<file path="src/rtl/axi_pkg.sv">
// --------------------
// AXI3 write channel widths, burst and response codes,
// and the address-queue entry type.
// --------------------
`default_nettype none

package axi_pkg;

  localparam int AXI_ID_W    = 4;
  localparam int AXI_ADDR_W  = 32;
  localparam int AXI_DATA_W  = 32;
  localparam int AXI_STRB_W  = 4;
  // Burst length is coded as the number of beats minus one.
  localparam int AXI_LEN_W   = 4;
  localparam int AXI_SIZE_W  = 3;
  localparam int AXI_BURST_W = 2;
  localparam int AXI_RESP_W  = 2;

  // Sideband fields that the bridge accepts but ignores.
  localparam int AXI_LOCK_W  = 2;
  localparam int AXI_CACHE_W = 4;
  localparam int AXI_PROT_W  = 3;

  localparam logic [AXI_BURST_W-1:0] BURST_FIXED = 2'b00;
  localparam logic [AXI_BURST_W-1:0] BURST_INCR  = 2'b01;
  localparam logic [AXI_BURST_W-1:0] BURST_WRAP  = 2'b10;

  localparam logic [AXI_RESP_W-1:0] RESP_OKAY = 2'b00;

  // Four bytes per beat.
  localparam logic [AXI_SIZE_W-1:0] SIZE_WORD = 3'b010;

  // One entry per accepted burst.
  typedef struct packed {
    logic [AXI_BURST_W-1:0] burst;
    logic [AXI_ADDR_W-1:0]  addr;
    logic [AXI_LEN_W-1:0]   len;
  } aw_info_t;

endpackage

`default_nettype wire

</file>
<file path="src/rtl/bridge_pkg.sv">
// --------------------
// Wishbone widths, queue depths and the data-beat type.
// --------------------
`default_nettype none

package bridge_pkg;

  localparam int WB_ADR_W = 32;
  localparam int WB_DAT_W = 32;
  localparam int WB_SEL_W = 4;

  // Address step between beats of an INCR burst.
  localparam int BEAT_BYTES = 4;

  // The address queue only needs a few entries since the ingress
  // takes one burst at a time. The data queue holds one full burst.
  localparam int ADDR_QUEUE_DEPTH = 4;
  localparam int DATA_QUEUE_DEPTH = 16;

  // One entry per accepted W beat.
  typedef struct packed {
    logic [WB_DAT_W-1:0] data;
    logic [WB_SEL_W-1:0] strb;
    logic                last;
  } w_beat_t;

endpackage

`default_nettype wire

</file>
<file path="src/rtl/queue_if.sv">
// --------------------
// Push/pop queue interface.
// --------------------
`default_nettype none

interface queue_if #(
  parameter type payload_t = logic
) ();

  logic     push;
  payload_t push_data;
  logic     full;
  logic     pop;
  payload_t pop_data;
  logic     empty;

  modport producer (
    output push,
    output push_data,
    input  full
  );

  modport fifo (
    input  push,
    input  push_data,
    output full,
    input  pop,
    output pop_data,
    output empty
  );

  modport consumer (
    output pop,
    input  pop_data,
    input  empty
  );

endinterface

`default_nettype wire

</file>
<file path="src/rtl/axi_wb_write_bridge.sv">
// --------------------
// AXI3 to Wishbone write bridge top level.
// --------------------
`default_nettype none

module axi_wb_write_bridge import axi_pkg::*, bridge_pkg::*; (
  input  logic                   axi_clk,
  input  logic                   reset_n,

  input  logic [AXI_ID_W-1:0]    awid,
  input  logic [AXI_ADDR_W-1:0]  awaddr,
  input  logic [AXI_LEN_W-1:0]   awlen,
  input  logic [AXI_SIZE_W-1:0]  awsize,
  input  logic [AXI_BURST_W-1:0] awburst,
  input  logic [AXI_LOCK_W-1:0]  awlock,
  input  logic [AXI_CACHE_W-1:0] awcache,
  input  logic [AXI_PROT_W-1:0]  awprot,
  input  logic                   awvalid,
  output logic                   awready,

  input  logic [AXI_ID_W-1:0]    wid,
  input  logic [AXI_DATA_W-1:0]  wdata,
  input  logic [AXI_STRB_W-1:0]  wstrb,
  input  logic                   wlast,
  input  logic                   wvalid,
  output logic                   wready,

  output logic [AXI_ID_W-1:0]    bid,
  output logic [AXI_RESP_W-1:0]  bresp,
  output logic                   bvalid,
  input  logic                   bready,

  output logic                   wb_cyc,
  output logic                   wb_stb,
  output logic                   wb_we,
  output logic [WB_ADR_W-1:0]    wb_adr,
  output logic [WB_DAT_W-1:0]    wb_dat_o,
  output logic [WB_SEL_W-1:0]    wb_sel,
  input  logic                   wb_ack
);

  // Lock, cache and protection attributes have no Wishbone counterpart.

  queue_if #(.payload_t(aw_info_t)) addr_q ();
  queue_if #(.payload_t(w_beat_t))  data_q ();

  axi_write_ingress ingress_i (
    .axi_clk (axi_clk),
    .reset_n (reset_n),
    .awid    (awid),
    .awaddr  (awaddr),
    .awlen   (awlen),
    .awsize  (awsize),
    .awburst (awburst),
    .awvalid (awvalid),
    .awready (awready),
    .wid     (wid),
    .wdata   (wdata),
    .wstrb   (wstrb),
    .wlast   (wlast),
    .wvalid  (wvalid),
    .wready  (wready),
    .bid     (bid),
    .bresp   (bresp),
    .bvalid  (bvalid),
    .bready  (bready),
    .addr_q  (addr_q.producer),
    .data_q  (data_q.producer)
  );

  sync_fifo #(
    .payload_t (aw_info_t),
    .DEPTH     (ADDR_QUEUE_DEPTH)
  ) addr_fifo_i (
    .axi_clk (axi_clk),
    .reset_n (reset_n),
    .q       (addr_q.fifo)
  );

  sync_fifo #(
    .payload_t (w_beat_t),
    .DEPTH     (DATA_QUEUE_DEPTH)
  ) data_fifo_i (
    .axi_clk (axi_clk),
    .reset_n (reset_n),
    .q       (data_q.fifo)
  );

  wb_write_egress egress_i (
    .axi_clk  (axi_clk),
    .reset_n  (reset_n),
    .addr_q   (addr_q.consumer),
    .data_q   (data_q.consumer),
    .wb_cyc   (wb_cyc),
    .wb_stb   (wb_stb),
    .wb_we    (wb_we),
    .wb_adr   (wb_adr),
    .wb_dat_o (wb_dat_o),
    .wb_sel   (wb_sel),
    .wb_ack   (wb_ack)
  );

endmodule

`default_nettype wire

</file>
<file path="src/rtl/axi_write_ingress.sv">
// --------------------
// AXI3 write target. Fills the address and data queues
// and returns a posted B response per burst.
// --------------------
`default_nettype none

module axi_write_ingress import axi_pkg::*, bridge_pkg::*; (
  input  logic                   axi_clk,
  input  logic                   reset_n,

  input  logic [AXI_ID_W-1:0]    awid,
  input  logic [AXI_ADDR_W-1:0]  awaddr,
  input  logic [AXI_LEN_W-1:0]   awlen,
  input  logic [AXI_SIZE_W-1:0]  awsize,
  input  logic [AXI_BURST_W-1:0] awburst,
  input  logic                   awvalid,
  output logic                   awready,

  input  logic [AXI_ID_W-1:0]    wid,
  input  logic [AXI_DATA_W-1:0]  wdata,
  input  logic [AXI_STRB_W-1:0]  wstrb,
  input  logic                   wlast,
  input  logic                   wvalid,
  output logic                   wready,

  output logic [AXI_ID_W-1:0]    bid,
  output logic [AXI_RESP_W-1:0]  bresp,
  output logic                   bvalid,
  input  logic                   bready,

  queue_if.producer              addr_q,
  queue_if.producer              data_q
);

  typedef enum logic [1:0] {IDLE, WDATA, BRESP} state_t;

  state_t               state;
  state_t               next_state;
  logic                 aw_hs;
  logic                 w_hs;
  logic [AXI_ID_W-1:0]  last_wid;
  logic [AXI_ID_W-1:0]  burst_id;
  logic [AXI_LEN_W-1:0] burst_len;
  logic [AXI_LEN_W-1:0] beat_cnt;
  aw_info_t             aw_entry;
  w_beat_t              w_entry;

  assign awready = (state == IDLE) & ~addr_q.full;
  assign wready  = (state == WDATA) & ~data_q.full;

  assign aw_hs = awvalid & awready;
  assign w_hs  = wvalid & wready;

  assign aw_entry = '{burst: awburst, addr: awaddr, len: awlen};
  assign w_entry  = '{data: wdata, strb: wstrb, last: wlast};

  assign addr_q.push      = aw_hs;
  assign addr_q.push_data = aw_entry;
  assign data_q.push      = w_hs;
  assign data_q.push_data = w_entry;

  // Writes are posted, so the response is always OKAY.
  assign bvalid = (state == BRESP);
  assign bresp  = RESP_OKAY;
  assign bid    = last_wid;

  always_comb begin
    next_state = state;
    case (state)
      IDLE: begin
        if (aw_hs) begin
          next_state = WDATA;
        end
      end
      WDATA: begin
        if (w_hs && wlast) begin
          next_state = BRESP;
        end
      end
      BRESP: begin
        if (bready) begin
          next_state = IDLE;
        end
      end
      default: next_state = IDLE;
    endcase
  end

  always_ff @(posedge axi_clk or negedge reset_n) begin
    if (!reset_n) begin
      state     <= IDLE;
      last_wid  <= '0;
      burst_id  <= '0;
      burst_len <= '0;
      beat_cnt  <= '0;
    end else begin
      state <= next_state;
      if (aw_hs) begin
        burst_id  <= awid;
        burst_len <= awlen;
        beat_cnt  <= '0;
      end
      if (w_hs) begin
        last_wid <= wid;
        beat_cnt <= beat_cnt + 1'b1;
      end
    end
  end

  a_word_size: assert property (@(posedge axi_clk) disable iff (!reset_n)
    aw_hs |-> awsize == SIZE_WORD);

  a_no_wrap: assert property (@(posedge axi_clk) disable iff (!reset_n)
    aw_hs |-> awburst != BURST_WRAP);

  // WLAST must come with beat awlen+1 and on no other beat.
  a_wlast_position: assert property (@(posedge axi_clk) disable iff (!reset_n)
    w_hs |-> wlast == (beat_cnt == burst_len));

  // No interleaving, so every beat belongs to the open burst.
  a_wid_matches: assert property (@(posedge axi_clk) disable iff (!reset_n)
    w_hs |-> wid == burst_id);

endmodule

`default_nettype wire

</file>
<file path="src/rtl/sync_fifo.sv">
// --------------------
// Synchronous FIFO with a typed payload.
// --------------------
`default_nettype none

module sync_fifo #(
  parameter type payload_t = logic,
  parameter int  DEPTH     = 4
) (
  input  logic  axi_clk,
  input  logic  reset_n,
  queue_if.fifo q
);

  localparam int PTR_W = (DEPTH > 1) ? $clog2(DEPTH) : 1;

  payload_t         mem [DEPTH];
  logic [PTR_W-1:0] wr_ptr;
  logic [PTR_W-1:0] rd_ptr;
  logic [PTR_W:0]   count;
  logic             do_push;
  logic             do_pop;

  // Pointers wrap explicitly, so DEPTH 1 works too.
  function automatic logic [PTR_W-1:0] ptr_inc(input logic [PTR_W-1:0] ptr);
    if (ptr == PTR_W'(DEPTH - 1)) begin
      return '0;
    end
    return ptr + 1'b1;
  endfunction

  assign q.full  = (count == (PTR_W + 1)'(DEPTH));
  assign q.empty = (count == '0);

  assign do_push = q.push & ~q.full;
  assign do_pop  = q.pop & ~q.empty;

  // The head entry is always visible.
  assign q.pop_data = mem[rd_ptr];

  always_ff @(posedge axi_clk) begin
    if (do_push) begin
      mem[wr_ptr] <= q.push_data;
    end
  end

  always_ff @(posedge axi_clk or negedge reset_n) begin
    if (!reset_n) begin
      wr_ptr <= '0;
      rd_ptr <= '0;
      count  <= '0;
    end else begin
      if (do_push) begin
        wr_ptr <= ptr_inc(wr_ptr);
      end
      if (do_pop) begin
        rd_ptr <= ptr_inc(rd_ptr);
      end
      case ({do_push, do_pop})
        2'b10:   count <= count + 1'b1;
        2'b01:   count <= count - 1'b1;
        default: count <= count;
      endcase
    end
  end

  // The neighbors must respect full and empty.
  a_no_push_when_full: assert property (@(posedge axi_clk) disable iff (!reset_n)
    q.push |-> !q.full);

  a_no_pop_when_empty: assert property (@(posedge axi_clk) disable iff (!reset_n)
    q.pop |-> !q.empty);

endmodule

`default_nettype wire

</file>
<file path="src/rtl/wb_write_egress.sv">
// --------------------
// Wishbone classic master. Replays each queued burst
// as one block of single writes.
// --------------------
`default_nettype none

module wb_write_egress import axi_pkg::*, bridge_pkg::*; (
  input  logic                axi_clk,
  input  logic                reset_n,

  queue_if.consumer           addr_q,
  queue_if.consumer           data_q,

  output logic                wb_cyc,
  output logic                wb_stb,
  output logic                wb_we,
  output logic [WB_ADR_W-1:0] wb_adr,
  output logic [WB_DAT_W-1:0] wb_dat_o,
  output logic [WB_SEL_W-1:0] wb_sel,
  input  logic                wb_ack
);

  typedef enum logic [1:0] {IDLE, BEAT, NEXT} state_t;

  state_t               state;
  logic [WB_ADR_W-1:0]  cur_adr;
  logic [AXI_LEN_W-1:0] beats_left;
  logic                 fixed_burst;
  logic                 load;
  logic                 beat_done;
  aw_info_t             aw_head;
  w_beat_t              w_head;

  assign aw_head = addr_q.pop_data;
  assign w_head  = data_q.pop_data;

  assign load       = (state == IDLE) & ~addr_q.empty;
  assign addr_q.pop = load;

  // Cycle is held for the whole burst. Strobe waits for a beat in the queue,
  // and once up it stays up until ack since the queue cannot drain meanwhile.
  assign wb_cyc   = (state == BEAT);
  assign wb_stb   = (state == BEAT) & ~data_q.empty;
  assign wb_we    = wb_cyc;
  assign wb_adr   = cur_adr;
  assign wb_dat_o = w_head.data;
  assign wb_sel   = w_head.strb;

  assign beat_done  = wb_stb & wb_ack;
  assign data_q.pop = beat_done;

  always_ff @(posedge axi_clk or negedge reset_n) begin
    if (!reset_n) begin
      state       <= IDLE;
      cur_adr     <= '0;
      beats_left  <= '0;
      fixed_burst <= 1'b0;
    end else begin
      case (state)
        IDLE: begin
          if (load) begin
            cur_adr     <= aw_head.addr;
            beats_left  <= aw_head.len;
            fixed_burst <= (aw_head.burst == BURST_FIXED);
            state       <= BEAT;
          end
        end
        BEAT: begin
          if (beat_done) begin
            if (!fixed_burst) begin
              cur_adr <= cur_adr + WB_ADR_W'(BEAT_BYTES);
            end
            if (beats_left == '0) begin
              state <= NEXT;
            end else begin
              beats_left <= beats_left - 1'b1;
            end
          end
        end
        // One bus-idle cycle closes the block.
        NEXT: begin
          state <= IDLE;
        end
        default: state <= IDLE;
      endcase
    end
  end

  // The last flag packed by the ingress must line up with the burst length.
  a_last_matches_count: assert property (@(posedge axi_clk) disable iff (!reset_n)
    beat_done |-> w_head.last == (beats_left == '0));

endmodule

`default_nettype wire

</file>
<file path="config.mk">
export PLATFORM = sky130hd
export DESIGN_NAME = axi_wb_write_bridge
export DESIGN_NICKNAME = d
export VERILOG_FILES = /design/src/rtl/axi_pkg.sv /design/src/rtl/bridge_pkg.sv /design/src/rtl/queue_if.sv /design/src/rtl/axi_wb_write_bridge.sv /design/src/rtl/axi_write_ingress.sv /design/src/rtl/sync_fifo.sv /design/src/rtl/wb_write_egress.sv
export SDC_FILE = /design/constraint.sdc
export NUM_CORES = 1
export LEC_CHECK = 0
export BUFFER_PORTS_ARGS = -buffer_cell sky130_fd_sc_hd__buf_2
export CAP_MARGIN = 20
export CELL_PAD_IN_SITES_DETAIL_PLACEMENT = 1
export CELL_PAD_IN_SITES_GLOBAL_PLACEMENT = 2
export CORE_ASPECT_RATIO = 0.7
export CORE_MARGIN = 2
export CORE_UTILIZATION = 46
export CTS_CLUSTER_DIAMETER = 100
export DETAILED_ROUTE_END_ITERATION = 8
export PLACE_DENSITY_LB_ADDON = 0.2
export RECOVER_POWER = 100
export SLEW_MARGIN = 20
export SYNTH_ARGS = -nofsm -noshare
export SYNTH_HDL_FRONTEND = slang
export SYNTH_SLANG_ARGS = --single-unit
</file>
<file path="constraint.sdc">
create_clock -name axi_clk -period 6.8 [get_ports axi_clk]
set_clock_uncertainty 0.2 [all_clocks]
set_input_delay 1.02 -clock axi_clk [delete_from_list [all_inputs] [get_ports axi_clk]]
set_output_delay 1.02 -clock axi_clk [all_outputs]
set_load 0.1 [all_outputs]
</file>
==> Implementation_results.wiki <==
{| class="wikitable"
! Metric !! Value
|-
| Initial standard-cell utilization of the core || 46.8%
|-
| Largest net degree at the start of global routing || 99
|-
| Global-route wire length before repair || 114 mm
|-
| Clock period minus worst slack || 5740 ps
|-
| Clock transition at the registers of the reported paths || 60 ps
|-
| Root Buffer Master || clkbuf_16
|-
| Final hold violations || 0
|-
| Aggregate routed wire length || 76.2 mm
|-
| DP HPWL || 41.5 mm
|-
| Violations in the final reports || capacitance limit, slew limit
|-
| Critical Path End Type || primary output
|-
| Post-Syn Instances || 1,735
|-
| Actual slew at the worst max-slew pin || 4110 ps
|-
| Upper clock frequency limit || 174 MHz
|-
| Required time at the endpoint of the critical path || 5580 ps
|-
| Final period utilization || 84.4%
|-
| CTS sink count || 793
|-
| Commonest cells post-synth || edfxtp_1 (728), nand2_1 (118), mux2i_1 (111), mux4_2 (108), o21ai_0 (98)
|-
| Maximum fanout along the worst path || 30
|-
| Count of different cell masters after synthesis || 64
|-
| Number of primary I/O pins || 181
|-
| Initial antenna violation count || 6
|-
| Pins Over Slew Limit || 866
|-
| Total global routing overflow || 0
|-
| Leakage || 0.0116 µW
|-
| Synthesis-stage register bit count || 793
|-
| Final setup violation count || 0
|-
| Remaining design rule violation count || 0
|-
| Initial DRT Pass Iterations || 5
|-
| Width of the die || 316 µm
|-
| Post-synth design cell area || 31,300 µm²
|-
| Yosys top cell by area || edfxtp_1
|-
| Port Buffers || 162
|-
| Number of rows created at floorplan || 79
|-
| Xor and xnor fraction of the mapped netlist area || 0.280%
|-
| Final ANT Viol Nets || 0
|-
| Average via count per standard cell || 5.84
|-
| CTS hold repair buffers || 0
|-
| Share of the synthesized area in the top cell type || 69.9%
|-
| Post-synth EDFFs || 728
|-
| Total vias in the final route || 16.8k
|-
| Die area || 70,100 µm²
|-
| Worst min-delay path class || reg2reg
|-
| Maxcap violations || 26
|-
| Worst supply voltage drop on vdd || 430 µV
|-
| Post-CTS repair timing setup buffer count || 0
|-
| Kind of start point of the critical path || flop
|-
| Post-layout total power || 17,200 µW
|-
| Worst endpoint data arrival time || 4520 ps
|-
| Average instance area after synthesis || 18.0 µm²
|-
| Via count of the first global-routing pass || 17.8k
|-
| TritonCTS clock tree || yes
|-
| Kind of critical path || reg2out
|-
| Most instantiated flip-flop cell in the synthesis netlist || edfxtp_1
|-
| Total CTS buffers || 76
|-
| Portion of the post-synthesis area used by sequential elements || 75.1%
|-
| Power density normalized to cell area || 488 nW/µm²
|-
| Core footprint || 66,800 µm²
|-
| Global routing usage summed across all routing layers || 22.1%
|-
| Synthesized-area fraction occupied by and/or/nand/nor cells || 3.60%
|-
| Asr flop ratio synth || 8.20%
|-
| Setup repair after global routing missed its margin || false
|-
| Final net count || 2,037
|-
| Gates resized, CTS repair || 0
|-
| Detailed router's first-iteration violation count || 1,559
|-
| Area growth syn-to-layout || 12.8%
|-
| Adder-cell share of the synthesized area || 0.808%
|-
| Syn. warnings || 0
|-
| Source-to-sink clock delay at the later pin of the worst-skew pair || 620 ps
|-
| Most area-consuming cells after synthesis || edfxtp_1 (70%), mux4_2 (7.8%), dfrtp_1 (5.2%), mux2i_1 (3.6%), o21ai_0 (1.6%)
|-
| TNS Setup || 0 ps
|-
| Max transition margin || -174%
|-
| Share of post-route cells with drive strength above 1 || 16.2%
|-
| Final weighted congestion in routability-driven placement || 0.765
|-
| Most instantiated library cell after synthesis || edfxtp_1
|-
| Largest buffer count on any clock path || 3
|-
| Mux contribution to synthesized area || 12.7%
|-
| Fraction of the mapped netlist area in compound gates || 6.04%
|-
| Average wire per cell in the routed design || 26.5 µm
|-
| Status || finished with violations
|-
| Dominant combinational cell family by area after synthesis || multiplexers
|-
| Die Y || 222 µm
|-
| Total number of H-tree levels || 3
|}
per-stage QoR:
step           instance area (µm²)  setup slack (ps)  util [%]  hold WS, ps  cells
6_report                     35300              1060      52.8          280   2873
5_1_grt                      35300               851      52.8          308   2871
4_1_cts                      35600              1700      53.3          284   2868
3_5_place_dp                 33200              2410      49.7          270   2730
3_3_place_gp                 33200              2440      49.6          262   2728
2_1_floorplan                31300              1360         -          244   1736
power by group:
part           internal (µW)  total [µW]  switching [µW]
sequential              5870        6410             540
combinational           1720        6670            4950
clock                   2320        4130            1800
placed cells by master, fill, tap and decap left out, types with 6 or more instances in the layout:
cell type  count
nand4_1        7
xnor2_1        6
nor2_1        33
and3_1         7
nor3_1        13
mux2i_1      111
a21o_1         9
a221oi_1      36
o22ai_1        8
a31oi_1        6
a21oi_1       77
nand3_1       19
clkbuf_16     77
mux2_2        38
inv_1         19
clkbuf_1     173
dfrtp_1       61
a22oi_1       39
clkinv_2      15
o21ai_0       99
nand2_1      118
edfxtp_1     728
buf_2         33
clkinv_1       7
nor4_1         6
and2_2         6
buf_4         10
mux4_2       108
ha_1          17
worst max-delay path, cell delays in order (launching register included):
cell and delay [ps]:
dfrtp_2 820, nor2b_2 1290, buf_4 590, a221oi_1 220, o21ai_0 270, nand2_1 160, clkbuf_1 540
path summary, 6_finish.rpt:
kind	startpoint	endpoint	slack, ps	cells past startpoint
max	data_fifo_i.rd_ptr[2]	wb_dat_o[4]	1060	6
min	egress_i.fixed_burst	egress_i.fixed_burst	280	1
max reg2reg	data_fifo_i.count[0]	data_fifo_i.mem[1][6]	1570	5
min reg2reg	egress_i.fixed_burst	egress_i.fixed_burst	280	1
max in group asynchronous	reset_n	data_fifo_i.rd_ptr[1]	1870	1
min in group asynchronous	reset_n	egress_i.wb_adr[1]	1620	1
per-layer routing:
metal | vias to the layer above | GRT usage (%) | share of wire (%)
li1 | 7361 | - | -
met5 | - | 0 | 0.034
met1 | 8925 | 32.5 | 46
met2 | 391 | 34.3 | 47
met4 | 4 | 5.64 | 2.1
met3 | 104 | 3.77 | 5.1
logic make-up after synthesis:
kind of cell               Yosys count
adders and majority gates           19
buffers and inverters              112
and+or+nand+nor                    241
xor gates and xnor gates            10
muxes                              257
other                                1
DFF                                793
AOI/OAI and AO/OA                  302
final cells by class:
cell class / count / area (µm²)
fillers: 6208 / 31500
flip-flops and latches: 793 / 23500
multi-input cells: 831 / 7340
clock buffers: 103 / 2050
well taps: 891 / 1110
repair buffers: 196 / 848
clock inverters: 35 / 330
inverters: 19 / 71.3
diodes: 5 / 12.5
registers in the layout, summed over array words and instances (netlist names), 3 cells and up:
name and count:
addr_fifo_i.count 3, data_fifo_i.count 5, data_fifo_i.rd_ptr 4, ingress_i.bid 4, data_fifo_i.wr_ptr 4, egress_i.wb_adr 32, data_fifo_i.mem 576, egress_i.beats_left 4
addr_fifo_i.mem 152
(Power assumes the default switching activity.)
